===== src/logic/limb_config.svh =====
`ifndef LIMB_CONFIG_SVH
`define LIMB_CONFIG_SVH

////////////////////////////////
// Fixed-point format
////////////////////////////////
`define LIMB_FRAC_BITS      16          // Q16.16
`define LIMB_DT_SHIFT       4           // Time step of 1/16

////////////////////////////////
// Waveform storage
////////////////////////////////
`define WAVE_DEPTH          64          // Torque samples held

// Values loaded by reset_global
`define HALF_CNT_DEFAULT    32'd3       // Tick every 4 cycles
`define DAMPING_DEFAULT     32'h0000_4000   // 0.25
`define STIFFNESS_DEFAULT   32'h0000_1000   // 0.0625

`endif


===== src/logic/limb_types_pkg.sv =====
package limb_types_pkg;

    ////////////////////////////////
    // Numeric format
    ////////////////////////////////

    // Signed Q16.16
    typedef logic signed [31:0] fixed_t;

    ////////////////////////////////
    // Model parameters
    ////////////////////////////////

    typedef struct packed {
        logic [31:0] half_cnt;      // Tick divider, period is half_cnt+1
        fixed_t      damping;
        fixed_t      stiffness;
    } limb_params_t;

    ////////////////////////////////
    // Joint state
    ////////////////////////////////

    // Torque used in the step travels along with the result
    typedef struct packed {
        fixed_t ext_trq;
        fixed_t pos;
        fixed_t vel;
        fixed_t acc;
    } limb_state_t;

endpackage


===== src/logic/limb_dynamics.sv =====
`timescale 1ns/1ps

`include "limb_config.svh"

module limb_dynamics
    import limb_types_pkg::*;
(
    input  logic        ep50trig,
    input  logic        reset_global,
    input  logic        reset_sim,
    input  logic        sim_tick,
    input  logic        wave_ready,
    input  fixed_t      ext_trq,
    input  fixed_t      damping,
    input  fixed_t      stiffness,
    output limb_state_t limb_out
);

    // Full-width products before rescaling
    logic signed [63:0] damp_prod;
    logic signed [63:0] stiff_prod;

    fixed_t damp_term;
    fixed_t stiff_term;
    fixed_t acc_next;
    fixed_t vel_next;
    fixed_t pos_next;

    ////////////////////////////////
    // One integration step
    ////////////////////////////////

    assign damp_prod  = damping * limb_out.vel;
    assign stiff_prod = stiffness * limb_out.pos;

    // Back to Q16.16, upper bits dropped
    assign damp_term  = damp_prod[`LIMB_FRAC_BITS +: 32];
    assign stiff_term = stiff_prod[`LIMB_FRAC_BITS +: 32];

    assign acc_next = ext_trq - damp_term - stiff_term;

    // Semi-implicit Euler, new acc feeds vel, new vel feeds pos
    assign vel_next = limb_out.vel + (acc_next >>> `LIMB_DT_SHIFT);
    assign pos_next = limb_out.pos + (vel_next >>> `LIMB_DT_SHIFT);

    ////////////////////////////////
    // State registers
    ////////////////////////////////

    always_ff @(posedge ep50trig)
    begin
        if (reset_global || reset_sim)
        begin
            limb_out <= '0;
        end
        else if (sim_tick && wave_ready)
        begin
            limb_out.ext_trq <= ext_trq;    // Sample used for this step
            limb_out.acc     <= acc_next;
            limb_out.vel     <= vel_next;
            limb_out.pos     <= pos_next;
        end
    end

endmodule


===== config.mk =====
export PLATFORM = sky130hd
export DESIGN_NAME = limb_dynamics
export DESIGN_NICKNAME = d
export VERILOG_FILES = /design/src/logic/limb_types_pkg.sv /design/src/logic/limb_dynamics.sv
export VERILOG_INCLUDE_DIRS = /design/src /design/src/logic
export SDC_FILE = /design/constraint.sdc
export NUM_CORES = 2
export LEC_CHECK = 0
export BUFFER_PORTS_ARGS = -buffer_cell sky130_fd_sc_hd__buf_2
export CORE_MARGIN = 3
export CORE_UTILIZATION = 50
export DETAILED_ROUTE_END_ITERATION = 6
export PLACE_DENSITY = 0.66
export SYNTH_ARGS = -nofsm -noshare
export SYNTH_HDL_FRONTEND = slang
export SYNTH_SLANG_ARGS = --single-unit
export TNS_END_PERCENT = 1

===== constraint.sdc =====
create_clock -name ep50trig -period 17.5 [get_ports ep50trig]
set_clock_uncertainty 0.1 [all_clocks]
set_input_delay 2.625 -clock ep50trig [delete_from_list [all_inputs] [get_ports ep50trig]]
set_output_delay 2.625 -clock ep50trig [all_outputs]
set_load 0.02 [all_outputs]

==> metrics.txt <==
status=complete, no violations; WP data arrival=roughly 17 ns; slowest stage delay, CP=around 0.57 ns; Final setup viols=0; reg2reg setup slack=2.23 ns; Setup crit end=limb_out[95]; via count=49300; layout cells sized above 1=between 5 and 6%; CTS max path bufs=3; largest net degree at the start of global routing=between 80 and 90; Via density=around 5.4; Die Y=around 370 um; YS warnings=0; Final Hold Viols=0; Syn Nets=9622; IO Port Bufs=about 230; critical path's most frequent cell=fa_1; row count=~130; R2R depth=53; Mapped Area=between 0.06 and 0.07 mm^2; met2 Usage GRT=46.5%; RSZ-0062 raised after global routing=yes; I/O pin count=~230; Worst Setup Start Kind=input pin; Area Overhead vs Synth=5.64%; Initial DRC Count=3344; Sink Count=between 100 and 150; Critical Path Sink Type=register; Regs by FF count=limb_out (128); fin util=between 50% and 60%; slew margin rel.=17.3%; design area=around 0.07 mm^2; FF-to-FF End=limb_out[95]; maximum clock rate=~60 MHz; core area=0.132 mm^2; die area=roughly 0.14 mm^2; remaining global-route overflow=0; min cycle time layout=between 15 and 20 ns; remaining routing DRC violations=0; CTS tree=yes; HP Class=register to register; global-route wire length before repair=305 mm; gpl congestion=between 0.9 and 1; Worst Tran Pin Value=around 1.2 ns; Routed WL=between 150 and 200 mm; Primary FF master, synth=dfxtp_1; nets=9629; worst-skew pair later-pin latency=0.50 ns; H-tree depth=4; fin crit share=a little over nine tenths; cell taking the most area after synthesis=fa_1; Hold Buf Count CTS=0; share of the synthesized area in the top cell type=around half; postcts setup bufs=0; Most flops, register=limb_out; met1 Use GR=about two fifths; clk root buf=clkbuf_16; crit path from=stiffness[16]; grt met3 use=6.04%; Post-synth top cells=1710 x inv_1, 1709 x fa_1, 1118 x nand2_1, 934 x and2_1, 423 x ha_1; gr usage total=about 29%; Critical Path Fanout Max=25; post-synthesis async set-or-reset flop share=0%; wire per inst=around 21 um; fillers=12200; Cells after Synth=7389; top post-synthesis cells by area=fa_1 52%, inv_1 9.7%, and2_1 8.8%; vias in the first global route=roughly 54000; Initial DRT Pass Iterations=6; count leader, synth=inv_1; Crit Path Class=input pin to register; critical path's slowest cell=buf_2; CTS clk-pin slew, worst paths=approximately 0.06 ns; Yosys reg bits=128; final slew viol count=0; CTS buffer count=25; synthesized area per cell=8.99 um^2; starting density of the core=around half; post-route insts no fill=9165; Distinct cells, synth=64; placed insts=around 9000; EDFF count, synth=0; Crit Reg-Reg Startpoint=limb_out[67]; post-route ant nets=0; Worst Path Required=roughly 18 ns; Die Width=about 370 um; grt peak-use layer=met2; DPL Wire Length=around 150 mm; max reg flops=between 100 and 150; Cell Area, Placed=~0.07 mm^2; initial antenna violation count=14; Hold WS=about 0.35 ns; max cap viols=0; register area share after synthesis=around 3.9%
[critical path, delay by kind of cell]
family                     cells  cell delay (ns)
muxes                          1             0.18
AOI/OAI and AO/OA             21             4.88
and+or+nand+nor                5             1.17
buffers and inverters          9             1.29
xor gates and xnor gates       4             1.08
adders and majority gates     13             5.71
[area by class of cell]
class                           instances  area, um^2  area share (%)
Multi-Input combinational cell       5164       56000            79.9
Clock buffer                           31         698           0.995
Timing Repair Buffer                  367        2180            3.11
Sequential cell                       128        2570            3.66
Clock inverter                          2        37.5          0.0535
Tap cell                             1755        2200            3.13
Inverter                             1710        6420            9.15
Antenna cell                            8        20.0          0.0285
[kinds of logic (layout without fill, tap and decap cells)]
group,count (synthesis),count (layout),share of synthesized area (%)
AND/OR/NAND/NOR,2313,2313,17.1
adder cells (fa/ha/maj),2132,2132,59.5
buffers and inverters,2097,2110,11.9
AO/OA/AOI/OAI,496,496,4.68
XOR/XNOR,220,220,2.95
flip-flops,128,128,3.86
multiplexers,3,3,0.0452
other,0,8,0
[what timing repair did]
action                                 in CTS  in global routing
resized for setup                           0                  9
setup endpoints to repair                   0                  7
endpoints found under the hold margin       0                  0
[through the flow]
step / worst slack, ns / TNS, ns
after global routing: 0.00361 / 0
after detailed placement: -0.134 / -0.134
after global placement: 0.121 / 0
final: 0.813 / 0
after CTS: 0.338 / 0
after floorplan: 1.80 / 0
[layout by cell type (no fill, tap or decap), types with 25 or more instances in the layout]
cell type	count
ha_1	423
nor2b_1	27
buf_2	228
nand2b_1	34
xor2_1	49
nand2_1	1117
xnor2_1	168
dfxtp_1	125
o21ai_0	54
buf_4	139
and2_1	933
nor2_1	110
clkbuf_16	25
a21oi_1	226
fa_1	1709
inv_1	1710
a21o_1	68
[worst min-delay path by stage]
stage                        from            end  slack, ns  cells after the start
finish              limb_out[101]  limb_out[101]       0.35                      2
global route        limb_out[101]  limb_out[101]       0.36                      2
global placement     limb_out[99]   limb_out[99]       0.34                      2
floorplan             limb_out[3]    limb_out[3]       0.43                      2
detailed placement   limb_out[99]   limb_out[99]       0.34                      2
CTS                 limb_out[101]  limb_out[101]       0.35                      2
[layer usage]
metal	wire, um	vias up
met1	80000	25800
met4	5610	4
met5	27	-
li1	-	21400
met2	88900	1848
met3	16400	311
Power is not shown: default switching activity piles up to over one toggle a cycle in this logic, so the estimate is an artifact.
