**config.mk**
```make
export PLATFORM = sky130hd
export DESIGN_NAME = waveform_buffer
export DESIGN_NICKNAME = d
export VERILOG_FILES = /design/src/logic/host_if_pkg.sv /design/src/logic/limb_types_pkg.sv /design/src/logic/waveform_buffer.sv
export VERILOG_INCLUDE_DIRS = /design/src /design/src/logic
export SDC_FILE = /design/constraint.sdc
export NUM_CORES = 2
export LEC_CHECK = 0
export BUFFER_PORTS_ARGS = -buffer_cell sky130_fd_sc_hd__buf_2
export CAP_MARGIN = 20
export CORE_AREA = 2 2 403 405
export CTS_BUF_LIST = sky130_fd_sc_hd__clkbuf_4
export CTS_CLUSTER_DIAMETER = 200
export DETAILED_ROUTE_END_ITERATION = 12
export DIE_AREA = 0 0 405 407
export GPL_TIMING_DRIVEN = 0
export PLACE_DENSITY = 0.64
export SYNTH_ARGS = -nofsm -noshare
export SYNTH_HDL_FRONTEND = slang
export SYNTH_SLANG_ARGS = --single-unit
```
**constraint.sdc**
```tcl
create_clock -name ep50trig -period 3.04 [get_ports ep50trig]
set_input_delay 0.152 -clock ep50trig [delete_from_list [all_inputs] [get_ports ep50trig]]
set_output_delay 0.152 -clock ep50trig [all_outputs]
set_load 0.03 [all_outputs]
```
**src/logic/limb_config.svh**
```systemverilog
`ifndef LIMB_CONFIG_SVH
`define LIMB_CONFIG_SVH

////////////////////////////////
// Fixed-point format
////////////////////////////////
`define LIMB_FRAC_BITS      16          // Q16.16
`define LIMB_DT_SHIFT       4           // Time step of 1/16

////////////////////////////////
// Waveform storage
////////////////////////////////
`define WAVE_DEPTH          64          // Torque samples held

// Values loaded by reset_global
`define HALF_CNT_DEFAULT    32'd3       // Tick every 4 cycles
`define DAMPING_DEFAULT     32'h0000_4000   // 0.25
`define STIFFNESS_DEFAULT   32'h0000_1000   // 0.0625

`endif

```
**src/logic/host_if_pkg.sv**
```systemverilog
package host_if_pkg;

    ////////////////////////////////
    // Host-side word formats
    ////////////////////////////////

    // Data wire and pipe word
    typedef logic [15:0] host_word_t;

    // One strobe bit per loadable register
    typedef logic [15:0] trig_vec_t;

    ////////////////////////////////
    // Trigger bit assignment
    ////////////////////////////////

    localparam int TRIG_HALF_CNT  = 7;     // Simulation rate divider
    localparam int TRIG_DAMPING   = 15;    // Joint damping
    localparam int TRIG_STIFFNESS = 14;    // Joint stiffness

    // Remaining bits are spare, strobes there are ignored

endpackage

```
**src/logic/limb_types_pkg.sv**
```systemverilog
package limb_types_pkg;

    ////////////////////////////////
    // Numeric format
    ////////////////////////////////

    // Signed Q16.16
    typedef logic signed [31:0] fixed_t;

    ////////////////////////////////
    // Model parameters
    ////////////////////////////////

    typedef struct packed {
        logic [31:0] half_cnt;      // Tick divider, period is half_cnt+1
        fixed_t      damping;
        fixed_t      stiffness;
    } limb_params_t;

    ////////////////////////////////
    // Joint state
    ////////////////////////////////

    // Torque used in the step travels along with the result
    typedef struct packed {
        fixed_t ext_trq;
        fixed_t pos;
        fixed_t vel;
        fixed_t acc;
    } limb_state_t;

endpackage

```
**src/logic/waveform_buffer.sv**
```systemverilog
`timescale 1ns/1ps

`include "limb_config.svh"

module waveform_buffer
    import host_if_pkg::*, limb_types_pkg::*;
(
    input  logic       ep50trig,
    input  logic       reset_global,
    input  logic       reset_sim,
    input  logic       pipe_write,
    input  host_word_t pipe_data,
    input  logic       sim_tick,
    output fixed_t     ext_trq,
    output logic       wave_ready
);

    localparam int PTR_W = $clog2(`WAVE_DEPTH);
    localparam logic [PTR_W:0] DEPTH_CNT = `WAVE_DEPTH;

    fixed_t           mem [`WAVE_DEPTH];
    host_word_t       lo_half;          // Low half waiting for its partner
    logic             have_lo;
    logic             pair_wr;
    logic             full;
    logic [PTR_W:0]   fill_cnt;
    logic [PTR_W-1:0] rd_ptr;
    logic [PTR_W:0]   rd_next;

    assign pair_wr = pipe_write && have_lo;
    assign full    = (fill_cnt == DEPTH_CNT);
    assign rd_next = {1'b0, rd_ptr} + 1'b1;

    ////////////////////////////////
    // Fill side
    ////////////////////////////////

    always_ff @(posedge ep50trig)
    begin
        if (pair_wr && !full)
        begin
            mem[fill_cnt[PTR_W-1:0]] <= {pipe_data, lo_half};
        end
    end

    always_ff @(posedge ep50trig)
    begin
        if (pipe_write && !have_lo)
        begin
            lo_half <= pipe_data;
        end
    end

    always_ff @(posedge ep50trig)
    begin
        if (reset_global)
        begin
            have_lo    <= 1'b0;
            fill_cnt   <= '0;
            wave_ready <= 1'b0;
        end
        else if (pipe_write)
        begin
            have_lo <= !have_lo;
            if (pair_wr)
            begin
                wave_ready <= 1'b1;     // Sticky until global reset
                if (!full)
                begin
                    fill_cnt <= fill_cnt + 1'b1;
                end
            end
        end
    end

    ////////////////////////////////
    // Playback side
    ////////////////////////////////

    always_ff @(posedge ep50trig)
    begin
        if (reset_global)
        begin
            rd_ptr  <= '0;
            ext_trq <= '0;
        end
        else if (reset_sim)
        begin
            rd_ptr <= '0;   // Samples themselves stay
        end
        else if (sim_tick && wave_ready)
        begin
            ext_trq <= mem[rd_ptr];
            // Wrap at however many samples are loaded
            if (rd_next >= fill_cnt)
            begin
                rd_ptr <= '0;
            end
            else
            begin
                rd_ptr <= rd_next[PTR_W-1:0];
            end
        end
    end

endmodule

```
==> flow_summary_export.csv <==
group,metric,value,unit
clock_network,worstSkewPairLatency,1.38,ns
cells_and_area,final_cell_mix,"edfxtp_1, clkbuf_4, mux4_2, a22oi_1, buf_12",
cells_and_area,final_cells,6893,
global_route,grt_first_pass_wirelength,323000,um
synth,synth_top_area_share,77.6,%
setup_path,path_cells,"clkbuf_1, nand3_1, nor2_4, buf_16",
floorplanning,chipHeight,407,um
route,dr.first_iter.drc_count,6339,
synth,seq_area_frac_synth,78.8,%
clock_network,cts_tree,"built",
floorplanning,io_pins,54,
clock_network,cts_buffers,551,
synth,synthFlopType,"edfxtp_1",
floorplanning,placementRows,147,
timing,whs,0.122,ns
timing,max-slew-margin-rel,23.1,%
placement,place_congestion,0.913,
synth,synth_edf_count,2064,
floorplanning,start_util,49.9,%
global_route,grt_pass1_vias,42952,
synth,synth_nets,3559,
setup_path,crit_type,"register to register",
setup_path,crit_fanout,20,
cells_and_area,drive_above_1_share,39.8,%
timing,finalCritPeriodShare,106,%
floorplanning,core,160000,um2
placement,dp_hpwl,153000,um
timing,tightest_slew,1.15,ns
synth,syn_inst,3528,
route,dr.pass1.iters,7,
timing,hold_viol,0,
power_and_ir_drop,finalPower,56.9,mW
timing,fin_setup_tns,-17.50,ns
synth,async_flop_share,0,%
global_route,grt_use_met1,38.6,%
global_route,gr-usage-all-layers,28.7,%
power_and_ir_drop,power_density,599,nW/um2
synth,ys_ff_latch,2111,
global_route,grt_start_max_net_pins,66,
timing,setup_slack,-0.194,ns
timing,skew,0.133,ns
clock_network,clkSinkCount,2111,
cells_and_area,utilization,59.3,%
clock_network,clk_pin_slew,0.08,ns
floorplanning,fp.dieW,405,um
synth,syn-mean-instance-area,22.6,um2
job,maxCapViolCount,0,
timing,fmax,0.309,GHz
clock_network,root_buffer,"clkbuf_4",
route,routed_wl,237000,um
synth,synth.distinct_cells,55,
outcome,violations,"negative setup slack",
timing,finalSetupViolCount,297,
placement,io_buffers,53,
route,drc_errors,0,
global_route,antenna_found_initial,26,
power_and_ir_drop,vdd_ir_drop_max,0.000406,V
synth,netlist_top_cells_area,"edfxtp_1, mux4_2, a22oi_1",
timing,finalMaxSlewViolations,0,
route,wl_per_cell,34.3,um
route,drt-vias-per-instance,6.31,
clock_network,clockBufferDepth,4,
setup_path,cp_num_buf_inv,2,
cells_and_area,syn2layout_area_growth,18.9,%
cells_and_area,layout_commonest_cell,"edfxtp_1",
synth,syn_area,79900,um2
clock_network,htreeDepth,6,
route,routed-via-count,43467,
setup_path,critPathMaxStageDelay,1.10,ns
floorplanning,dieArea,165000,um2
setup_path,cp-end-kind,"register",
synth,yosysTopAreaCell,"edfxtp_1",
global_route,overflow,0,
hold_path,hold_path_class,"input port to register",
global_route,grtUsageMet3,8.39,%
cells_and_area,nets,4419,
setup_path,crit_required,4.06,ns
cells_and_area,fill_cells,11402,
timing,grt_setup_unrepaired,"yes",
setup_path,cp-start-kind,"register",
setup_path,critical-path-top-delay-family,"simple AND/OR/NAND/NOR gates",
placement,dp_cells,5861,
outcome,status,"finished with violations",
setup_path,cp_slowest_cell,"nor2_4",
global_route,grt-busiest-layer,"met2",
global_route,use_met2,44.1,%
setup_path,worst-endpoint-arrival,4.26,ns
power_and_ir_drop,p_leak,30.1,nW
route,final_antenna_net_count,0,
synth,yosysWarnings,0,
timing,period_minus_slack,3.23,ns
-- cells in the mapped netlist (2+ instances only) --
cell type,number
inv_1,10
xnor2_1,10
and2b_1,4
o21ai_1,7
a22oi_1,134
clkbuf_1,94
o211ai_1,2
o2111ai_1,3
buf_2,57
dfxtp_1,47
a2111oi_0,11
a2111oi_1,16
clkinv_1,2
nand4b_1,3
a21oi_1,72
and2_1,3
nor3_1,3
buf_1,21
buf_6,10
ha_1,10
a22o_1,60
buf_4,7
o21ai_0,25
nand2_1,17
a32oi_1,2
nand3_1,47
nor2_1,147
nor4_1,2
nand4_1,4
mux2i_1,37
mux4_2,510
edfxtp_1,2064
nand3b_1,2
a2111oi_2,4
nor2b_1,61
-- metrics by stage --
stage / area, um2 / setup WS (ns)
after detailed placement: 86200 / -1.23
after global placement: 82900 / -2.72
after global routing: 94900 / -0.151
after floorplan: 79900 / -0.193
final: 95000 / -0.194
after CTS: 94400 / -0.0815
-- final timing paths --
| path | depth (start not counted) | slack (ns) | to | start |
|---|---|---|---|---|
| max | 4 | -0.19 | mem[31][3] | fill_cnt[3] |
| min | 2 | 0.12 | mem[20][27] | pipe_data[11] |
| max reg2reg | 4 | -0.19 | mem[31][3] | fill_cnt[3] |
| min reg2reg | 2 | 0.54 | ext_trq[3] | ext_trq[3] |
-- registers in the layout (all words and copies together), names as in the netlist --
signal / cells
lo_half: 16
mem: 2048
fill_cnt: 7
wave_ready: 1
have_lo: 1
rd_ptr: 6
ext_trq: 32
-- power by group --
| group | total [mW] | internal (mW) | leakage, nW | switching [mW] |
|---|---|---|---|---|
| Combinational | 1.13 | 0.344 | 7.21 | 0.783 |
| Clock | 23.6 | 12.4 | 3.94 | 11.2 |
| Sequential | 32.1 | 32.0 | 18.9 | 0.105 |
-- final cells by class --
cell class	instances	area (um2)	area share (%)
Clock buffer	792	5950	6.26
Clock inverter	93	544	0.573
Sequential cell	2111	62900	66.3
Multi-Input combinational cell	1216	16800	17.7
Inverter	12	45.0	0.0474
Tap cell	2160	2700	2.85
Antenna cell	13	32.5	0.0343
Timing Repair Buffer	308	4750	5.01
Buffer	188	1180	1.24
-- timing repair --
item / 4_1_cts / 5_1_grt
buffers inserted: 51 / 31
endpoints found under the setup margin: 1166 / 430
pin swaps: 35 / 20
cloned: 0 / 0
endpoints found under the hold margin: 1655 / 24
hold buffers: 50 / 1
gates resized for setup: 199 / 53
-- metal layers --
layer,part of all wire (%),vias up
met2,47,2959
met1,37,22848
li1,-,17109
met5,0.049,-
met4,4.2,16
met3,12,535
-- kinds of logic (layout without fill, tap and decap cells) --
family,after synthesis,in the layout,synth area share [%]
buffers and inverters,201,1393,1.16
AO/OA/AOI/OAI,346,346,3.15
flip-flops,2111,2111,78.8
other,0,13,0
AND/OR/NAND/NOR,302,302,1.81
XOR/XNOR,11,11,0.121
multiplexers,547,547,14.8
adder cells (fa/ha/maj),10,10,0.157
(Power assumes the default switching activity.)
