==> config.mk <==
export PLATFORM = sky130hd
export DESIGN_NAME = sim_tick_gen
export DESIGN_NICKNAME = d
export VERILOG_FILES = /design/src/logic/sim_tick_gen.sv
export VERILOG_INCLUDE_DIRS = /design/src /design/src/logic
export SDC_FILE = /design/constraint.sdc
export NUM_CORES = 1
export LEC_CHECK = 0
export BUFFER_PORTS_ARGS = -buffer_cell sky130_fd_sc_hd__buf_2
export CORE_MARGIN = 1
export CORE_UTILIZATION = 40
export DETAILED_ROUTE_END_ITERATION = 6
export PLACE_DENSITY = 0.67
export SYNTH_ARGS = -nofsm -noshare
export SYNTH_HDL_FRONTEND = slang
export SYNTH_SLANG_ARGS = --single-unit
==> constraint.sdc <==
create_clock -name ep50trig -period 3.6 [get_ports ep50trig]
set_clock_uncertainty 0.05 [all_clocks]
set_input_delay 0.18 -clock ep50trig [delete_from_list [all_inputs] [get_ports ep50trig]]
set_output_delay 0.18 -clock ep50trig [all_outputs]
set_load 0.05 [all_outputs]
==> src/logic/limb_config.svh <==
`ifndef LIMB_CONFIG_SVH
`define LIMB_CONFIG_SVH

////////////////////////////////
// Fixed-point format
////////////////////////////////
`define LIMB_FRAC_BITS      16          // Q16.16
`define LIMB_DT_SHIFT       4           // Time step of 1/16

////////////////////////////////
// Waveform storage
////////////////////////////////
`define WAVE_DEPTH          64          // Torque samples held

// Values loaded by reset_global
`define HALF_CNT_DEFAULT    32'd3       // Tick every 4 cycles
`define DAMPING_DEFAULT     32'h0000_4000   // 0.25
`define STIFFNESS_DEFAULT   32'h0000_1000   // 0.0625

`endif

==> src/logic/sim_tick_gen.sv <==
`timescale 1ns/1ps

`include "limb_config.svh"

module sim_tick_gen (
    input  logic        ep50trig,
    input  logic        reset_global,
    input  logic [31:0] half_cnt,
    output logic        sim_tick
);

    logic [31:0] cnt;
    logic [31:0] reload;

    // Zero would stall the divider, so clamp to one
    assign reload = (half_cnt == 32'd0) ? 32'd1 : half_cnt;

    // Down-counter, one pulse per reload+1 cycles
    always_ff @(posedge ep50trig)
    begin
        if (reset_global)
        begin
            cnt      <= `HALF_CNT_DEFAULT;  // First tick a full period out
            sim_tick <= 1'b0;
        end
        else if (cnt == 32'd0)
        begin
            cnt      <= reload;     // New rate picked up here
            sim_tick <= 1'b1;
        end
        else
        begin
            cnt      <= cnt - 32'd1;
            sim_tick <= 1'b0;
        end
    end

endmodule

==> results.py, run 1 <==
metrics = {
    "synth": {
        "synthMuxAreaShare_pct": 0.533,
        "synth_seq_area_share_pct": 35.2,
        "synth_top_family_by_area": "simple AND/OR/NAND/NOR gates",
        "synth-main-ff-cell": "dfxtp_1",
        "synth_compound_area_share_pct": 16.7,
        "avgSynthCellArea_um2": 8.38,
        "synth-xor-area-share_pct": 12.1,
        "synth_warnings": 0,
        "synth_common_cells": "nor2_1, dfxtp_1, nor4_1, xnor2_1, a211oi_1",
        "synth_cells": 224,
        "synth_top_area_share_pct": 35.2,
        "syn_area_um2": 1880,
        "yosys.area_share.simple_pct": 29.9,
        "synth_fp_nets": 260,
        "synth_fa_ha_area_share_pct": 1.33,
        "async_reset_ff_share_pct": 0,
        "synth.largest_area_cell": "dfxtp_1",
        "synth_most_common_cell": "nor2_1",
        "synth_seq_cells": 33,
        "synth_edf_count": 0,
        "synth.distinct_cells": 34,
        "synth.area.top_cells": "dfxtp_1, xnor2_1, nor2_1",
    },
    "pwr": {
        "p_int_mw": 1.29,
        "power.share.clock_pct": 15.4,
        "ir_drop_v": 0.000439,
        "p_per_area_nw_per_um2": 1060,
        "seqPwrFrac_pct": 30.4,
        "combPwrFrac_pct": 54.2,
        "leakagePower_nw": 0.840,
        "power.switching_mw": 1.02,
        "switching_share_pct": 44.2,
    },
    "critical_path": {
        "startpoint": "cnt[14]",
        "cp_max_fo": 34,
        "path_delay_family": "simple AND/OR/NAND/NOR gates",
        "critical_path_required_ps": 3760,
        "cpPeakStageDelay_ps": 740,
        "reg2regPathDepth": 6,
        "r2r-end": "cnt[6]",
        "endpoint_kind": "register",
        "crit_path_end": "cnt[6]",
        "start_kind": "register",
        "r2r-start": "cnt[14]",
        "path_buf_inv": 1,
        "arrival_ps": 2940,
        "timing.critical_path.cells": "or3_1, or4_4, or4_2, buf_4, and3_1, nor3_1",
        "worst-path-stages": 6,
        "criticalPathCategory": "register to register",
        "reg2reg_slack_ps": 820,
        "crit_slowest_cell": "or4_2",
    },
    "flow_run": {
        "drv_cap": 0,
    },
    "clocking": {
        "tritoncts": "done",
        "clkTransAtPathRegs_ps": 70,
        "clock_sinks": 33,
        "postCtsSetupRepairBufs": 0,
        "cts_hold_buffers": 0,
        "numCtsBuffers": 5,
        "cts_resized": 0,
        "clock-root-buffer": "clkbuf_8",
        "clk_latency_ps": 280,
        "cts_max_level": 2,
        "cts_buffer_depth": 2,
    },
    "placement": {
        "place_congestion": 0.811,
        "port_buffers": 34,
        "post-place-ws_ps": 833,
        "hpwl_mm": 3.35,
    },
    "final_layout": {
        "diodes": 0,
        "layout-drive-gt1-share_pct": 22.6,
        "final_nets": 292,
        "area_delta_synth_final_pct": 16.9,
    },
    "global_route": {
        "grt_max_degree": 35,
        "grt_pass1_vias": 1645,
        "overflow": 0,
        "grt_pass1_wl_mm": 7.49,
        "grt_usage_pct": 19.2,
        "antenna_found_initial": 0,
    },
    "sta": {
        "setup_viol": 0,
        "finalCriticalPeriod_ps": 2780,
        "fin_crit_sh_pct": 77.1,
        "setup_slack_ps": 824,
        "max_freq_mhz": 360,
        "hold_slack_ps": 141,
        "rsz0062_at_grt": "no",
        "hold_viol": 0,
        "timing.max_slew.rel_slack_pct": 52.7,
        "drv_slew": 0,
        "worst_pin_slew_ps": 710,
        "setup_tns_ps": 0,
    },
    "drt": {
        "vias": 1773,
        "ant_nets": 0,
        "first_iter_violations": 169,
        "via_per_inst": 5.74,
        "drc_errors": 0,
        "drt_wl_total_mm": 4.47,
        "drt-wirelength-per-cell_um": 14.5,
        "dr.pass1.iters": 4,
    },
    "floorplanning": {
        "row_count": 24,
        "initial_utilization_pct": 42.3,
        "die_area_um2": 4970,
        "dieWidth_um": 70.5,
        "die_h_um": 70.5,
        "core_um2": 4440,
        "num_io_pins": 35,
    },
    "hold_path": {
        "min_path_type": "input pin to register",
    },
    "status": {
        "status": "finished clean",
    },
}
worst min-delay path: stages:
cell and delay (ps):
buf_2 100, nor2_1 90, a211oi_1 50
cell type report:
| class | count | area (µm²) |
|---|---|---|
| Fill cell | 433 | 2250 |
| Multi-Input combinational cell | 175 | 1140 |
| Sequential cell | 33 | 661 |
| Timing Repair Buffer | 39 | 208 |
| Clock buffer | 7 | 86.3 |
| Tap cell | 52 | 65.1 |
| Clock inverter | 1 | 30.0 |
| Inverter | 2 | 7.51 |
routing by layer:
layer / up-vias / share of wire [%] / track usage (%)
li1: 894 / - / -
met1: 823 / 45 / 24.3
met2: 50 / 48 / 31.0
met3: 6 / 5.5 / 5.05
met4: 0 / 2.1 / 8.39
met5: - / 0 / 0
cell families after synthesis:
kind of cell / Yosys count
flip-flops: 33
adder cells (fa/ha/maj): 2
buffers and inverters: 16
XOR/XNOR: 26
multiplexers: 1
AO/OA/AOI/OAI: 35
AND/OR/NAND/NOR: 111
power by group through the flow:
stage	clock [mW]	sequential (mW)	combinational, mW
floorplan	0	0.663	1.01
global placement	0	0.700	1.22
detailed placement	0	0.706	1.24
CTS	0.361	0.699	1.26
global route	0.379	0.729	1.39
finish	0.357	0.705	1.26
flip-flops by register name, indices dropped and copies added, names as in the netlist:
| name | cells |
|---|---|
| cnt | 32 |
| sim_tick | 1 |
placed cells by master, fill, tap and decap left out, drive strengths merged:
cell / instances
nor2: 40
buf: 39
dfxtp: 33
a211oi: 27
nor4: 22
xnor2: 20
nor3: 12
nand2: 11
or3: 9
clkbuf: 7
xor2: 6
nand4: 5
nand3: 3
or4: 3
inv: 2
nand4b: 2
a21o: 2
ha: 2
nor3b: 1
and3: 1
nor2b: 1
o31a: 1
or2: 1
o31ai: 1
o21bai: 1
a31oi: 1
o41ai: 1
mux2i: 1
o22ai: 1
bufinv: 1
through the flow:
stage               utilization [%]  instance area, µm²  instances  total power, mW
finish                         49.4                2200        309             2.32
global route                   49.4                2200        309             2.50
CTS                            49.4                2200        309             2.32
detailed placement             46.8                2080        301             1.95
global placement               46.8                2080        301             1.92
floorplan                         -                1880        224             1.67
worst min path at each step:
stage              end         start  cells past startpoint  slack (ps)
2_1_floorplan   cnt[6]   half_cnt[6]                      2         300
3_3_place_gp   cnt[23]  half_cnt[23]                      3         440
3_5_place_dp   cnt[23]  half_cnt[23]                      3         440
4_1_cts        cnt[10]  half_cnt[10]                      3         140
5_1_grt        cnt[11]  half_cnt[11]                      3         150
6_report       cnt[10]  half_cnt[10]                      3         140
Power figures use the tool's default switching activity.
==> run 2: changes to the inputs <==
ABC_AREA = 1   (was unset)
PLACE_DENSITY = 0.68   (was 0.67)
clock period = 2.5 ns   (was 3.6 ns; I/O delays follow)
==> results.py, run 2 <==
metrics = {
    "status": {
        "status": "finished clean",
    },
    "final_layout": {
        "area.sequential_um2": 661,
        "area_delta_synth_final_pct": 14.2,
        "fillers": 589,
        "layout_commonest_cell": "nand2_1",
        "top_regs": "cnt: 32 flops, sim_tick: 1 flops",
        "max_flop_register": "cnt",
        "layout-drive-gt1-share_pct": 14.8,
        "final_cell_mix": "nand2_1, nor2_1, inv_1",
        "final_nets": 481,
        "final_util_pct": 48.6,
        "largest_register_ffs": 32,
        "multiInputGateArea_um2": 1500,
        "diodes": 0,
    },
    "sta": {
        "hold_viol": 0,
        "finalCriticalPeriod_ps": 1940,
        "rsz0062_at_grt": "no",
        "setup_tns_ps": 0,
        "max_freq_mhz": 516,
        "timing.max_slew.rel_slack_pct": 58.7,
        "worst_pin_slew_ps": 619,
        "drv_slew": 0,
        "setup_viol": 0,
        "fin_crit_sh_pct": 77.6,
        "setup_slack_ps": 561,
    },
    "flow_run": {
        "drv_cap": 0,
    },
    "synth": {
        "synth_fp_nets": 444,
        "synth.distinct_cells": 29,
        "synth-main-ff-cell": "dfxtp_1",
        "synth_cells": 408,
        "synth_top_area_share_pct": 27.5,
        "synth_most_common_cell": "nand2_1",
        "avgSynthCellArea_um2": 5.89,
        "synth_common_cells": "nand2_1, nor2_1, inv_1, nand3_1, dfxtp_1",
        "syn_area_um2": 2400,
        "synth.area.top_cells": "dfxtp_1, nand2_1, nor2_1",
        "async_reset_ff_share_pct": 0,
        "synth.largest_area_cell": "dfxtp_1",
        "synth_warnings": 0,
        "synth_seq_cells": 33,
        "synth_edf_count": 0,
        "synth_seq_area_share_pct": 27.5,
    },
    "drt": {
        "via_per_inst": 5.18,
        "drt_wl_total_mm": 7.15,
        "drt-wirelength-per-cell_um": 13.8,
        "dr.pass1.iters": 5,
        "first_iter_violations": 264,
        "ant_nets": 0,
        "drc_errors": 0,
        "vias": 2685,
    },
    "clocking": {
        "clock_sinks": 33,
        "cts_resized": 0,
        "tritoncts": "done",
        "clock-root-buffer": "clkbuf_8",
        "clkTransAtPathRegs_ps": 70,
        "clk_latency_ps": 290,
        "numCtsBuffers": 5,
        "cts_max_level": 2,
        "cts_buffer_depth": 2,
    },
    "floorplanning": {
        "row_count": 27,
        "die_h_um": 79.5,
        "initial_utilization_pct": 42.6,
        "num_io_pins": 35,
        "core_um2": 5640,
        "die_area_um2": 6320,
        "dieWidth_um": 79.5,
    },
    "placement": {
        "place_congestion": 0.941,
        "hpwl_mm": 5.65,
        "post-place-ws_ps": 608,
        "port_buffers": 34,
    },
    "pwr": {
        "leakagePower_nw": 1.48,
        "p_per_area_nw_per_um2": 1320,
        "seqPwrFrac_pct": 24.1,
        "ir_drop_v": 0.000608,
        "switching_share_pct": 54.3,
        "power.switching_mw": 1.97,
        "combPwrFrac_pct": 63.4,
        "p_int_mw": 1.66,
        "power.share.clock_pct": 12.6,
    },
    "global_route": {
        "overflow": 0,
        "antenna_found_initial": 0,
        "grt_usage_pct": 24.2,
        "grt_max_degree": 21,
        "grt_pass1_vias": 2436,
        "grt_pass1_wl_mm": 11.6,
    },
    "critical_path": {
        "reg2regPathDepth": 7,
        "cp_max_fo": 7,
        "critical_path_required_ps": 2640,
        "r2r-start": "cnt[0]",
        "arrival_ps": 2080,
        "endpoint_kind": "register",
        "start_kind": "register",
        "criticalPathCategory": "register to register",
        "startpoint": "cnt[0]",
    },
    "hold_path": {
        "min_from": "half_cnt[15]",
        "hold-path-cell-count": 3,
        "min_path_type": "input pin to register",
    },
}
[run 2: timing repair]
| action | in CTS | in global routing |
|---|---|---|
| hold endpoints to repair | 2 | 0 |
| hold buffers | 2 | 0 |
| setup buffers | 0 | 0 |
[run 2: worst paths after layout]
kind              endpoint  slack (ps)
hold / removal     cnt[15]          10
hold reg to reg    cnt[21]         530
setup reg to reg   cnt[12]         560
setup / recovery   cnt[12]         560
[run 2: kinds of logic after synthesis]
group / Yosys count / synth area share [%]
buffers and inverters: 59 / 10.2
AOI/OAI and AO/OA: 23 / 5.16
xor gates and xnor gates: 7 / 2.55
DFF: 33 / 27.5
and+or+nand+nor: 284 / 53.6
adders and majority gates: 2 / 1.04
[run 2: power by group through the flow]
stage | Combinational (mW) | Sequential [mW] | Clock [mW]
after global placement | 2.22 | 0.879 | 0
after detailed placement | 2.25 | 0.880 | 0
after CTS | 2.27 | 0.869 | 0.464
after global routing | 2.57 | 0.898 | 0.484
final | 2.30 | 0.874 | 0.456
after floorplan | 1.80 | 0.832 | 0
[run 2: cell type report]
type                       count  share of cell area (%)
inverter                      53                    7.43
clock buffer                   7                    3.51
multi-input combinational    316                    54.6
tap                           72                    3.28
timing repair buffer          36                    6.93
sequential                    33                    24.1
clock inverter                 1                   0.182
[run 2: metal layers]
layer | vias to the layer above | track usage, % | routed length [µm]
li1 | 1356 | - | -
met1 | 1220 | 31.8 | 3340
met2 | 95 | 39.9 | 3250
met3 | 14 | 2.86 | 401
met4 | 0 | 9.64 | 159
met5 | - | 0 | 0
[run 2: critical path, cell delays in order, from the launching register on]
cell,delay [ps]
dfxtp_1,300
inv_1,120
ha_1,260
nand2_1,220
nor3_1,550
nor2_1,130
o21ai_2,150
nand2_1,50
[run 2: per-stage QoR]
stage	power, mW	instances	cell area, µm²	hold slack [ps]
after floorplan	2.63	408	2400	178
after global placement	3.10	508	2620	281
after detailed placement	3.13	508	2620	289
after CTS	3.60	518	2740	4.70
after global routing	3.95	518	2740	15.6
final	3.63	518	2740	11.0
==> run 3: changes to the inputs <==
PLACE_DENSITY = 0.65   (was 0.68)
clock period = 1.8 ns   (was 2.5 ns; I/O delays follow)
==> results.py, run 3 (same netlist as run 2, synthesis figures left out) <==
metrics = {
    "floorplanning": {
        "row_count": 27,
        "num_io_pins": 35,
        "initial_utilization_pct": 42.6,
        "die_h_um": 79.5,
        "dieWidth_um": 79.5,
        "core_um2": 5640,
        "die_area_um2": 6320,
    },
    "hold_path": {
        "min_from": "half_cnt[10]",
        "hold-path-cell-count": 3,
        "hold_end": "cnt[10]",
        "min_path_type": "input pin to register",
    },
    "final_layout": {
        "final_cell_mix": "nand2_1, nor2_1, inv_1",
        "area_delta_synth_final_pct": 24.5,
        "top_regs": "cnt: 32 flops, sim_tick: 1 flops",
        "max_flop_register": "cnt",
        "largest_register_ffs": 32,
        "diodes": 0,
        "stdcell_area_um2": 2990,
        "final_nets": 509,
        "layout-drive-gt1-share_pct": 19.0,
        "layout_commonest_cell": "nand2_1",
    },
    "sta": {
        "max_freq_mhz": 594,
        "timing.max_slew.rel_slack_pct": 71.3,
        "fin_crit_sh_pct": 93.5,
        "drv_slew": 0,
        "setup_viol": 0,
        "worst_pin_slew_ps": 430,
        "hold_slack_ps": -0.327,
        "hold_viol": 1,
        "finalCriticalPeriod_ps": 1680,
    },
    "global_route": {
        "grt_pass1_vias": 2503,
        "grt_pass1_wl_mm": 12.4,
        "grt_max_degree": 17,
        "grt_usage_pct": 25.7,
        "antenna_found_initial": 0,
        "overflow": 0,
    },
    "drt": {
        "first_iter_violations": 239,
        "ant_nets": 0,
        "drt-wirelength-per-cell_um": 14.0,
        "drc_errors": 0,
        "dr.pass1.iters": 5,
        "drt_wl_total_mm": 7.63,
        "via_per_inst": 5.03,
        "vias": 2745,
    },
    "critical_path": {
        "critical_path_required_ps": 1980,
        "reg2regPathDepth": 8,
        "cp_max_fo": 6,
        "reg2reg_slack_ps": 120,
        "crit_slowest_cell": "dfxtp_1",
        "r2r-end": "cnt[4]",
        "criticalPathCategory": "register to register",
        "arrival_ps": 1870,
        "worst_path_most_repeated_cell": "nand2_1",
        "endpoint_kind": "register",
        "r2r-start": "cnt[12]",
        "start_kind": "register",
        "cpPeakStageDelay_ps": 340,
        "timing.critical_path.cells": "nor2_1, nand2_1, nor2_4, nand2_1, nor2_2, buf_4, nand2_1, a21oi_1",
    },
    "clocking": {
        "cts_buffer_depth": 2,
        "clkTransAtPathRegs_ps": 80,
        "cts_max_level": 2,
        "clock_sinks": 33,
        "numCtsBuffers": 5,
        "tritoncts": "done",
        "clk_latency_ps": 300,
        "clock-root-buffer": "clkbuf_8",
    },
    "placement": {
        "hpwl_mm": 6.00,
        "place_congestion": 0.914,
        "place_area_um2": 2740,
        "port_buffers": 34,
    },
    "flow_run": {
        "drv_cap": 0,
    },
    "status": {
        "failed_checks": "hold timing",
        "status": "complete, but fails checks",
    },
    "pwr": {
        "leakagePower_nw": 1.62,
        "p_per_area_nw_per_um2": 1790,
        "finalPower_mw": 5.35,
        "ir_drop_v": 0.000671,
    },
}
run 3: how the worst max path moves through the flow:
stage | slack, ps | to | startpoint
after global routing | -10 | cnt[10] | cnt[0]
after CTS | 4 | cnt[10] | cnt[0]
after global placement | 100 | cnt[8] | cnt[0]
after detailed placement | 30 | cnt[10] | cnt[0]
final | 120 | cnt[4] | cnt[12]
after floorplan | 260 | cnt[12] | cnt[0]
run 3: metal layers:
metal  routed length, µm  global-route usage, %  vias to the layer above  share of wire [%]
met5                   0                      0                        -                  0
met4                 104                   7.27                        0                1.4
met3                 378                   3.54                        8                5.0
met2                3500                   41.3                       82                 46
met1                3650                   35.5                     1238                 48
li1                    -                      -                     1417                  -
run 3: critical path: cells and delay by family (launching register included):
family	cells	cell delay, ps
AOI/OAI and AO/OA	1	130
buffers and inverters	1	190
DFF	1	340
and+or+nand+nor	6	920
run 3: where the power goes:
group | switching (mW) | total, mW | internal, mW
sequential | 0.238 | 1.20 | 0.961
clock | 0.301 | 0.647 | 0.346
combinational | 2.39 | 3.51 | 1.12
run 3: cell type report:
| class | instances | area, µm² |
|---|---|---|
| Sequential cell | 33 | 661 |
| Inverter | 53 | 204 |
| Fill cell | 568 | 2650 |
| Clock buffer | 7 | 96.3 |
| Multi-Input combinational cell | 317 | 1520 |
| Timing Repair Buffer | 63 | 410 |
| Clock inverter | 1 | 5.00 |
| Tap cell | 72 | 90.1 |
run 3: what timing repair did:
action | 4_1_cts | 5_1_grt
buffers inserted | 0 | 5
hold buffers | 9 | 0
endpoints found under the hold margin | 9 | 0
resized for setup | 0 | 4
endpoints found under the setup margin | 0 | 24
run 3: through the flow:
stage / hold WS [ps] / TNS (ps) / util, % / worst slack (ps) / cells
detailed placement: 262 / 0 / 48.5 / 34.5 / 523
finish: -0.327 / 0 / 53.0 / 117 / 546
global placement: 259 / 0 / 48.5 / 101 / 523
floorplan: 143 / 0 / - / 264 / 408
CTS: 0.856 / 0 / 51.9 / 3.71 / 540
global route: 11.4 / -13.9 / 53.0 / -13.9 / 546
