--- src/logic/limb_config.svh ---
`ifndef LIMB_CONFIG_SVH
`define LIMB_CONFIG_SVH

////////////////////////////////
// Fixed-point format
////////////////////////////////
`define LIMB_FRAC_BITS      16          // Q16.16
`define LIMB_DT_SHIFT       4           // Time step of 1/16

////////////////////////////////
// Waveform storage
////////////////////////////////
`define WAVE_DEPTH          64          // Torque samples held

// Values loaded by reset_global
`define HALF_CNT_DEFAULT    32'd3       // Tick every 4 cycles
`define DAMPING_DEFAULT     32'h0000_4000   // 0.25
`define STIFFNESS_DEFAULT   32'h0000_1000   // 0.0625

`endif

--- src/logic/host_if_pkg.sv ---
package host_if_pkg;

    ////////////////////////////////
    // Host-side word formats
    ////////////////////////////////

    // Data wire and pipe word
    typedef logic [15:0] host_word_t;

    // One strobe bit per loadable register
    typedef logic [15:0] trig_vec_t;

    ////////////////////////////////
    // Trigger bit assignment
    ////////////////////////////////

    localparam int TRIG_HALF_CNT  = 7;     // Simulation rate divider
    localparam int TRIG_DAMPING   = 15;    // Joint damping
    localparam int TRIG_STIFFNESS = 14;    // Joint stiffness

    // Remaining bits are spare, strobes there are ignored

endpackage

--- src/logic/limb_types_pkg.sv ---
package limb_types_pkg;

    ////////////////////////////////
    // Numeric format
    ////////////////////////////////

    // Signed Q16.16
    typedef logic signed [31:0] fixed_t;

    ////////////////////////////////
    // Model parameters
    ////////////////////////////////

    typedef struct packed {
        logic [31:0] half_cnt;      // Tick divider, period is half_cnt+1
        fixed_t      damping;
        fixed_t      stiffness;
    } limb_params_t;

    ////////////////////////////////
    // Joint state
    ////////////////////////////////

    // Torque used in the step travels along with the result
    typedef struct packed {
        fixed_t ext_trq;
        fixed_t pos;
        fixed_t vel;
        fixed_t acc;
    } limb_state_t;

endpackage

--- src/logic/param_bank.sv ---
`timescale 1ns/1ps

`include "limb_config.svh"

module param_bank
    import host_if_pkg::*, limb_types_pkg::*;
(
    input  logic         ep50trig,
    input  logic         reset_global,
    input  trig_vec_t    trig_in,
    input  host_word_t   data_hi,
    input  host_word_t   data_lo,
    output limb_params_t params
);

    // Word presented by the host, high half first
    logic [31:0] load_word;

    assign load_word = {data_hi, data_lo};

    ////////////////////////////////
    // Model registers
    ////////////////////////////////

    // Several strobes at once load the same word into each
    always_ff @(posedge ep50trig)
    begin
        if (reset_global)
        begin
            params.half_cnt  <= `HALF_CNT_DEFAULT;
            params.damping   <= `DAMPING_DEFAULT;
            params.stiffness <= `STIFFNESS_DEFAULT;
        end
        else
        begin
            if (trig_in[TRIG_HALF_CNT])
            begin
                params.half_cnt <= load_word;
            end
            if (trig_in[TRIG_DAMPING])
            begin
                params.damping <= load_word;    // Q16.16 as sent
            end
            if (trig_in[TRIG_STIFFNESS])
            begin
                params.stiffness <= load_word;
            end
        end
    end

endmodule

--- config.mk ---
export PLATFORM = sky130hd
export DESIGN_NAME = param_bank
export DESIGN_NICKNAME = d
export VERILOG_FILES = /design/src/logic/host_if_pkg.sv /design/src/logic/limb_types_pkg.sv /design/src/logic/param_bank.sv
export VERILOG_INCLUDE_DIRS = /design/src /design/src/logic
export SDC_FILE = /design/constraint.sdc
export NUM_CORES = 1
export LEC_CHECK = 0
export BUFFER_PORTS_ARGS = -buffer_cell sky130_fd_sc_hd__buf_4
export CAP_MARGIN = 25
export CORE_MARGIN = 4
export CORE_UTILIZATION = 30
export CTS_CLUSTER_SIZE = 16
export DETAILED_ROUTE_END_ITERATION = 7
export MAX_ROUTING_LAYER = met4
export SLEW_MARGIN = 10
export SYNTH_ARGS = -nofsm -noshare
export SYNTH_HDL_FRONTEND = slang
export SYNTH_SLANG_ARGS = --single-unit
--- constraint.sdc ---
create_clock -name ep50trig -period 0.9 [get_ports ep50trig]
set_input_delay 0.18 -clock ep50trig [delete_from_list [all_inputs] [get_ports ep50trig]]
set_output_delay 0.18 -clock ep50trig [all_outputs]
set_load 0.01 [all_outputs]
==> results of run 1 <==
## routing by layer
layer / GRT usage / part of all wire / up-vias
met5: - / 0 / -
met4: 0.06265 / 0.016 / 0
met3: 0.03109 / 0.052 / 13
met2: 0.2273 / 0.50 / 82
met1: 0.1654 / 0.43 / 1262
li1: - / - / 1312
## layout by cell type (no fill, tap or decap)
| cell | n |
|---|---|
| nor2_1 | 92 |
| buf_6 | 96 |
| mux2i_1 | 92 |
| clkbuf_1 | 2 |
| a211o_1 | 4 |
| dfxtp_2 | 96 |
| clkbuf_8 | 3 |
| buf_12 | 8 |
| buf_4 | 51 |
| nor2b_1 | 4 |
| bufinv_16 | 2 |
| clkbuf_16 | 9 |
## what timing repair did
item                                    4_1_cts  5_1_grt
pin swaps                                     0        0
endpoints found under the setup margin       96       96
endpoints found under the hold margin         0        0
resized for setup                           192        0
setup buffers                                 5        4
## how the worst max path moves through the flow
stage / cells after the start / startpoint / to
after CTS: 1 / params[74] / params[74]
after global routing: 1 / params[20] / params[20]
after global placement: 4 / trig_in[14] / params[31]
final: 1 / params[19] / params[19]
after floorplan: 3 / trig_in[7] / params[64]
after detailed placement: 4 / trig_in[14] / params[4]
## stage by stage
stage | hold WS [ns] | utilization | instance area, µm² | setup TNS [ns]
2_1_floorplan | 0.3023 | - | 3526 | 0
3_3_place_gp | 0.4085 | 0.4032 | 4623 | 0
3_5_place_dp | 0.4133 | 0.4032 | 4623 | -0.05463
4_1_cts | 0.05094 | 0.4775 | 5475 | -7.328
5_1_grt | 0.07449 | 0.4801 | 5505 | -8.267
6_report | 0.07309 | 0.4801 | 5505 | -5.159
## synthesized netlist by cell type
cell type | number | area, µm²
mux2i_1 | 92 | 920.9
buf_6 | 5 | 56.30
buf_2 | 6 | 30.03
nor2b_1 | 4 | 25.02
buf_12 | 9 | 180.2
dfxtp_1 | 96 | 1922
clkbuf_1 | 3 | 11.26
a211o_1 | 4 | 35.03
nor2_1 | 92 | 345.3
## power breakdown
part / switching [W] / internal (W) / leakage [nW]
clock network: 0.00152 / 0.00266 / 0.163
registers: 0.000186 / 0.00456 / 0.824
logic: 0.000643 / 0.000909 / 1.64
total: 0.00235 / 0.00813 / 2.63
## final cells by class
type	instances	area share
Tap cell	143	0.03250
Clock buffer	14	0.04977
Sequential cell	96	0.3709
Timing Repair Buffer	155	0.2950
Multi-Input combinational cell	192	0.2409
Clock inverter	2	0.01091
## kinds of logic (layout without fill, tap and decap cells)
group	count (synthesis)	after routing	share of synthesized area
AOI/OAI and AO/OA	4	4	0.009935
buffers and inverters	23	171	0.07878
DFF	96	96	0.5451
muxes	92	92	0.2612
and+or+nand+nor	96	96	0.1050
==> impl_metrics.py, run 1 <==
metrics = {
    "status": {
        "outcome": "complete, but fails checks",
        "violations": "setup timing",
    },
    "final_layout": {
        "biggestRegsByFlops": "params (96)",
        "largest_register": "params",
        "drive_gt1_frac": 0.5773,
        "n_fill_cell": 1055,
        "largest_reg_flops": 96,
        "multi_input_area_um2": 1326,
        "areaGrowthSynthToFinish_pct": 56.14,
        "fin_cells": 602,
        "antenna_cells": 0,
        "fin_nets": 504,
        "seqCellArea_um2": 2042,
    },
    "timing": {
        "period_share": 1.072,
        "skew_ns": 0,
        "min_period_ns": 0.9650,
        "rsz0062_at_grt": "yes",
        "timing.final.ws_setup_ns": -0.06496,
        "finalHoldViolations": 0,
        "worst_pin_slew_ns": 0.2673,
        "slew_headroom": 0.8218,
        "finalMaxSlewViolations": 0,
        "fmax_ghz": 1.036,
        "setup_violations": 96,
    },
    "setup_path": {
        "crit_type": "flip-flop to output port",
        "arrival_ns": 0.78,
        "crit_chain": "buf_6",
        "worstPathRequired_ns": 0.72,
        "worstRegToRegCells": 4,
        "crit-reg2reg-launch": "params[75]",
        "crit_buf_inv": 1,
        "critPathCaptureType": "output port",
        "cpMaxStageDelayCell": "dfxtp_2",
        "cp-start-kind": "flip-flop",
        "r2r_end": "params[75]",
        "cp_max_fo": 2,
        "critPathTopFamily": "flip-flops",
        "slowest_delay_ns": 0.34,
        "rrSetupSlack_ns": 0.04,
    },
    "hold_path": {
        "hold_class": "primary input to flip-flop",
        "holdPathStages": 2,
        "min_to": "params[64]",
        "hold_start": "data_lo[0]",
    },
    "drt": {
        "postRouteAntennaNets": 0,
        "drtPass1Iterations": 4,
        "dr_total_vias": 2669,
        "wl_mm": 8.959,
        "vias_per_cell": 4.434,
        "drc": 0,
        "initialDrtViolationCount": 93,
        "routedWlPerCell_um": 14.88,
    },
    "cts": {
        "hold_buffers": 0,
        "path_clk_slew_ns": 0.06,
        "cts_tree": "done",
        "cts.sinks": 96,
        "h-tree-depth": 3,
        "cts_inserted_buffers": 9,
        "cts-root-buf": "clkbuf_16",
        "worst_skew_pair.late_latency_ns": 0.33,
        "clockBufferDepth": 2,
    },
    "global_routing": {
        "grt_pass1_vias": 2760,
        "grt_start_max_net_pins": 37,
        "track_usage": 0.1398,
        "grt_pass1_wl_mm": 14.12,
        "gr-total-overflow": 0,
        "antenna_found_initial": 0,
    },
    "power_and_ir_drop": {
        "fin_total_pwr_w": 0.01048,
        "p_per_area_nw_per_um2": 1904,
        "p_leak_nw": 2.632,
        "worst_ir_drop_vdd_v": 0.0009191,
    },
    "placed_design": {
        "portBuffers": 132,
        "dpl.hpwl_mm": 6.289,
        "dp_slack_ns": -0.01592,
        "dp_cells": 577,
        "gp_congestion": 0.7097,
    },
    "job": {
        "drv_cap": 0,
    },
    "floorplanning": {
        "core-area_um2": 11470,
        "initial_core_util": 0.3075,
        "io_pins": 146,
        "rows": 39,
        "die_y_um": 116.4,
        "die_w_um": 116.4,
        "dieArea_um2": 13550,
    },
    "synth": {
        "synth_seq_area_share": 0.5451,
        "syn_nets": 361,
        "synth.distinct_cells": 9,
        "synth_area_um2": 3526,
        "ys_ff_latch": 96,
        "ys_warn_count": 0,
        "syn_inst": 311,
        "synth_area_per_cell_um2": 11.34,
    },
}
(Power assumes the default switching activity.)
==> inputs of run 2 (changes only) <==
--- a/config.mk
+++ b/config.mk
@@ -8,10 +8,13 @@
 export LEC_CHECK = 0
 export BUFFER_PORTS_ARGS = -buffer_cell sky130_fd_sc_hd__buf_4
 export CAP_MARGIN = 25
+export CORE_ASPECT_RATIO = 1.75
 export CORE_MARGIN = 4
 export CORE_UTILIZATION = 30
+export CTS_BUF_LIST = sky130_fd_sc_hd__clkbuf_8 sky130_fd_sc_hd__clkbuf_16
 export CTS_CLUSTER_SIZE = 16
 export DETAILED_ROUTE_END_ITERATION = 7
+export GPL_TIMING_DRIVEN = 0
 export MAX_ROUTING_LAYER = met4
 export SLEW_MARGIN = 10
 export SYNTH_ARGS = -nofsm -noshare
==> run 2 against run 1 <==
Effect of this change:
- the run still ends with setup timing left
- clock-buffer cell count fell by 4
- clock skew did not move
- largest power group unchanged
- die area rose by 0.51%
- register-to-register slack barely moved
==> impl_metrics.py, run 2 (synthesis gave the netlist of run 1 again) <==
metrics = {
    "timing": {
        "worst_pin_slew_ns": 0.5272,
        "skew_ns": 0,
        "fmax_ghz": 1.030,
        "slew_headroom": 0.6485,
        "period_share": 1.078,
        "holdWs_ns": 0.08041,
        "finalHoldViolations": 0,
        "setup_violations": 96,
        "timing.final.ws_setup_ns": -0.07052,
        "min_period_ns": 0.9705,
        "rsz0062_at_grt": "yes",
        "finalMaxSlewViolations": 0,
    },
    "final_layout": {
        "seqCellArea_um2": 2042,
        "layout_common_cells": "buf_6, dfxtp_2, mux2i_1, nor2_1, buf_4",
        "largest_reg_flops": 96,
        "largest_register": "params",
        "n_fill_cell": 1094,
        "final_common_cell": "buf_6",
        "multi_input_area_um2": 1326,
        "areaGrowthSynthToFinish_pct": 56.96,
        "biggestRegsByFlops": "params (96)",
        "drive_gt1_frac": 0.5797,
        "antenna_cells": 0,
        "fin_nets": 509,
    },
    "placed_design": {
        "dp_slack_ns": -0.08988,
        "gp_congestion": 0.7311,
        "portBuffers": 128,
        "dpl.hpwl_mm": 7.212,
    },
    "status": {
        "violations": "setup timing",
        "outcome": "complete, but fails checks",
    },
    "setup_path": {
        "rrSetupSlack_ns": 0.04,
        "crit_chain": "buf_6",
        "crit-reg2reg-launch": "params[47]",
        "cpMaxStageDelayCell": "dfxtp_2",
        "cp_max_fo": 2,
        "arrival_ns": 0.79,
        "crit_buf_inv": 1,
        "critPathCaptureType": "output port",
        "crit_type": "flip-flop to output port",
        "worstRegToRegCells": 4,
        "critPathTopFamily": "flip-flops",
        "r2r_end": "params[47]",
        "worstPathRequired_ns": 0.72,
        "cp-start-kind": "flip-flop",
        "slowest_delay_ns": 0.35,
    },
    "global_routing": {
        "grt_pass1_wl_mm": 15.42,
        "antenna_found_initial": 0,
        "grt_pass1_vias": 2902,
        "track_usage": 0.1503,
        "gr-total-overflow": 0,
        "grt_start_max_net_pins": 17,
    },
    "cts": {
        "cts_inserted_buffers": 9,
        "path_clk_slew_ns": 0.07,
        "cts-root-buf": "clkbuf_16",
        "h-tree-depth": 3,
        "cts_tree": "done",
        "worst_skew_pair.late_latency_ns": 0.33,
        "hold_buffers": 0,
        "cts.sinks": 96,
        "clockBufferDepth": 2,
    },
    "floorplanning": {
        "initial_core_util": 0.3062,
        "core-area_um2": 11520,
        "dieArea_um2": 13620,
        "die_y_um": 151.4,
        "io_pins": 146,
        "die_w_um": 89.95,
        "rows": 52,
    },
    "power_and_ir_drop": {
        "p_leak_nw": 2.651,
        "fin_total_pwr_w": 0.01046,
        "pwr-share-clk": 0.394,
        "worst_ir_drop_vdd_v": 0.001322,
        "p_comb_frac": 0.152,
        "sequentialPowerShare": 0.453,
        "p_int_w": 0.008008,
        "p_per_area_nw_per_um2": 1890,
        "p_sw_w": 0.002454,
        "switching_share": 0.2345,
    },
    "hold_path": {
        "hold_start": "data_lo[0]",
        "hold_class": "primary input to flip-flop",
        "min_to": "params[64]",
        "holdPathStages": 2,
    },
    "drt": {
        "postRouteAntennaNets": 0,
        "drtPass1Iterations": 4,
        "wl_mm": 9.831,
        "dr_total_vias": 2664,
        "initialDrtViolationCount": 61,
        "vias_per_cell": 4.447,
        "routedWlPerCell_um": 16.41,
        "drc": 0,
    },
    "job": {
        "drv_cap": 0,
    },
}
==> run 2: cell types whose count changed in the layout (fill, tap and decap cells not counted) <==
cell      before  now
buf_6         96  101
clkbuf_8       3    1
inv_6          0    1
clkinv_2       0    1
clkbuf_1       2    3
buf_4         51   41
buf_2          0    6
clkinv_4       0    2
buf_12         8    9
==> run 2: power groups by stage <==
stage / Clock, W / Sequential (W) / Combinational (W)
after floorplan: 0 / 0.00484 / 0.000611
after global placement: 0 / 0.00474 / 0.00142
after detailed placement: 0 / 0.00474 / 0.00144
after CTS: 0.00428 / 0.00475 / 0.00162
after global routing: 0.00443 / 0.00477 / 0.00172
final: 0.00413 / 0.00474 / 0.00159
==> run 2: worst max path at each step <==
stage / endpoint / cells past startpoint / startpoint
2_1_floorplan: params[64] / 3 / trig_in[7]
3_3_place_gp: params[25] / 3 / reset_global
3_5_place_dp: params[26] / 3 / reset_global
4_1_cts: params[18] / 1 / params[18]
5_1_grt: params[50] / 1 / params[50]
6_report: params[23] / 1 / params[23]
==> run 2: timing repair <==
action,in CTS,in global routing
endpoints found under the setup margin,96,96
setup buffers,7,2
resized for setup,192,0
endpoints found under the hold margin,0,0
==> run 2: cell type report <==
type	instances	area share
clock inverter	6	0.01650
tap	135	0.03052
clock buffer	10	0.04318
timing repair buffer	137	0.2510
multi-input combinational	192	0.2397
buffer	23	0.05019
sequential	96	0.3690
==> run 2: per-layer routing <==
| metal | routed length (µm) | global-route usage | vias to the layer above |
|---|---|---|---|
| met4 | 211 | 0.05982 | 0 |
| met3 | 394 | 0.02982 | 14 |
| met1 | 3750 | 0.1571 | 1248 |
| li1 | - | - | 1320 |
| met2 | 5474 | 0.2779 | 82 |
| met5 | 0 | - | - |
==> run 2: per-stage QoR <==
step	std cells	util	TNS, ns	cell area, µm²
3_5_place_dp	574	0.4043	-1.065	4656
5_1_grt	599	0.4806	-7.542	5534
3_3_place_gp	574	0.4043	-0.8680	4656
4_1_cts	597	0.4792	-6.487	5519
6_report	599	0.4806	-4.678	5534
2_1_floorplan	311	-	0	3526
==> inputs of run 3 (changes only) <==
--- a/config.mk
+++ b/config.mk
@@ -16,7 +16,6 @@
 export DETAILED_ROUTE_END_ITERATION = 7
 export GPL_TIMING_DRIVEN = 0
 export MAX_ROUTING_LAYER = met4
-export SLEW_MARGIN = 10
 export SYNTH_ARGS = -nofsm -noshare
 export SYNTH_HDL_FRONTEND = slang
 export SYNTH_SLANG_ARGS = --single-unit
==> constraint.sdc (replaced) <==
create_clock -name ep50trig -period 0.8 [get_ports ep50trig]
set_input_delay 0.16 -clock ep50trig [delete_from_list [all_inputs] [get_ports ep50trig]]
set_output_delay 0.16 -clock ep50trig [all_outputs]
set_load 0.01 [all_outputs]
==> run 3 against run 2 <==
Effect of this change:
- the flow still finishes with violations (setup timing)
- power rose by 13%
- clock-buffer cell count stayed put
- non-clock buffer count did not move
- wire length up 0.18%
- via count up 0.26%
==> impl_metrics.py, run 3 (synthesis gave the netlist of run 1 again) <==
metrics = {
    "global_routing": {
        "antenna_found_initial": 0,
        "gr-total-overflow": 0,
        "grt_pass1_wl_mm": 15.42,
        "grt_pass1_vias": 2902,
        "grt_start_max_net_pins": 17,
        "track_usage": 0.1503,
    },
    "setup_path": {
        "slowest_delay_ns": 0.36,
        "cpMaxStageDelayCell": "dfxtp_2",
        "arrival_ns": 0.79,
        "cp-start-kind": "flip-flop",
        "crit_chain": "buf_6",
        "crit_buf_inv": 1,
        "r2r_end": "params[47]",
        "crit_type": "flip-flop to output port",
        "critPathCaptureType": "output port",
        "worstPathRequired_ns": 0.64,
        "critPathTopFamily": "flip-flops",
        "crit-reg2reg-launch": "params[47]",
        "worstRegToRegCells": 4,
        "cp_max_fo": 2,
        "rrSetupSlack_ns": -0.03,
    },
    "status": {
        "violations": "setup timing",
        "outcome": "complete, but fails checks",
    },
    "floorplanning": {
        "rows": 52,
        "io_pins": 146,
        "initial_core_util": 0.3062,
        "dieArea_um2": 13620,
        "core-area_um2": 11520,
        "die_y_um": 151.4,
        "die_w_um": 89.95,
    },
    "final_layout": {
        "largest_register": "params",
        "n_fill_cell": 1094,
        "layout_common_cells": "buf_6, dfxtp_2, mux2i_1, nor2_1, buf_4",
        "utilization": 0.4819,
        "antenna_cells": 0,
        "seqCellArea_um2": 2042,
        "drive_gt1_frac": 0.5797,
        "areaGrowthSynthToFinish_pct": 57.38,
        "fin_nets": 509,
        "stdcell_area_um2": 5549,
        "final_common_cell": "buf_6",
        "biggestRegsByFlops": "params (96)",
        "largest_reg_flops": 96,
        "fin_cells": 599,
        "multi_input_area_um2": 1326,
    },
    "timing": {
        "fmax_ghz": 1.052,
        "slew_headroom": 0.6484,
        "finalHoldViolations": 0,
        "rsz0062_at_grt": "yes",
        "period_share": 1.189,
        "finalMaxSlewViolations": 0,
        "setup_violations": 97,
        "skew_ns": 0,
        "timing.final.ws_setup_ns": -0.1508,
        "min_period_ns": 0.9508,
        "holdWs_ns": 0.06021,
        "worst_pin_slew_ns": 0.5274,
    },
    "power_and_ir_drop": {
        "worst_ir_drop_vdd_v": 0.001489,
        "p_per_area_nw_per_um2": 2123,
        "p_leak_nw": 2.654,
    },
    "drt": {
        "initialDrtViolationCount": 58,
        "routedWlPerCell_um": 16.44,
        "drc": 0,
        "dr_total_vias": 2671,
        "postRouteAntennaNets": 0,
        "vias_per_cell": 4.459,
        "wl_mm": 9.849,
        "drtPass1Iterations": 4,
    },
    "cts": {
        "cts.sinks": 96,
        "path_clk_slew_ns": 0.07,
        "h-tree-depth": 3,
        "cts-root-buf": "clkbuf_16",
        "worst_skew_pair.late_latency_ns": 0.33,
        "clockBufferDepth": 2,
        "cts_tree": "done",
        "cts_inserted_buffers": 9,
    },
    "placed_design": {
        "dp_cells": 574,
        "placed_area_um2": 4656,
        "dpl.hpwl_mm": 7.212,
        "dp_slack_ns": -0.1699,
        "gp_congestion": 0.7311,
        "portBuffers": 128,
    },
    "job": {
        "drv_cap": 0,
    },
    "hold_path": {
        "hold_class": "primary input to flip-flop",
        "min_to": "params[64]",
        "holdPathStages": 2,
        "hold_start": "data_lo[0]",
    },
}
==> run 3: changes by cell type in the layout (fill, tap and decap cells not counted) <==
cell   before  now
buf_6     101  105
buf_4      41   37
==> run 3: metal layers <==
metal	part of all wire	track usage	up-vias	wire (µm)
met5	0	-	-	0
met4	0.021	0.05982	0	211
met3	0.039	0.02982	14	385
met2	0.56	0.2779	80	5486
met1	0.38	0.1571	1257	3766
li1	-	-	1320	-
==> run 3: report_power, final <==
part	switching [W]	internal [W]
Sequential	0.000210	0.00513
Combinational	0.000754	0.00105
Clock	0.00180	0.00284
Total	0.00276	0.00902
==> run 3: worst register-to-register path: stages (launching register included) <==
cell     delay, ns
dfxtp_2       0.33
buf_6         0.11
buf_6         0.10
mux2i_1       0.12
nor2_1        0.05
==> run 3: through the flow <==
step                setup TNS [ns]  power, W
floorplan                        0  0.006134
global placement            -6.204  0.006924
detailed placement          -6.624  0.006951
CTS                         -14.17   0.01197
global route                -15.32   0.01230
finish                      -12.42   0.01178
==> run 3: area by class of cell <==
cell class              count  share of cell area
flip-flops and latches     96              0.3680
repair buffers            137              0.2530
multi-input cells         192              0.2390
plain buffers              23             0.05006
clock buffers              10             0.04307
well taps                 135             0.03044
clock inverters             6             0.01646
==> run 3: repair_timing <==
action	in CTS	in global routing
hold buffers	0	0
endpoints found under the setup margin	96	98
resized for setup	192	4
buffers inserted	7	2
==> run 3: worst max path at each step <==
stage                 start          to  slack [ns]  cells after the start
2_1_floorplan    trig_in[7]  params[64]        0.02                      3
3_3_place_gp   reset_global  params[25]       -0.15                      3
3_5_place_dp   reset_global  params[26]       -0.17                      3
4_1_cts          params[18]  params[18]       -0.16                      1
5_1_grt          params[50]  params[50]       -0.18                      1
6_report         params[23]  params[23]       -0.15                      1
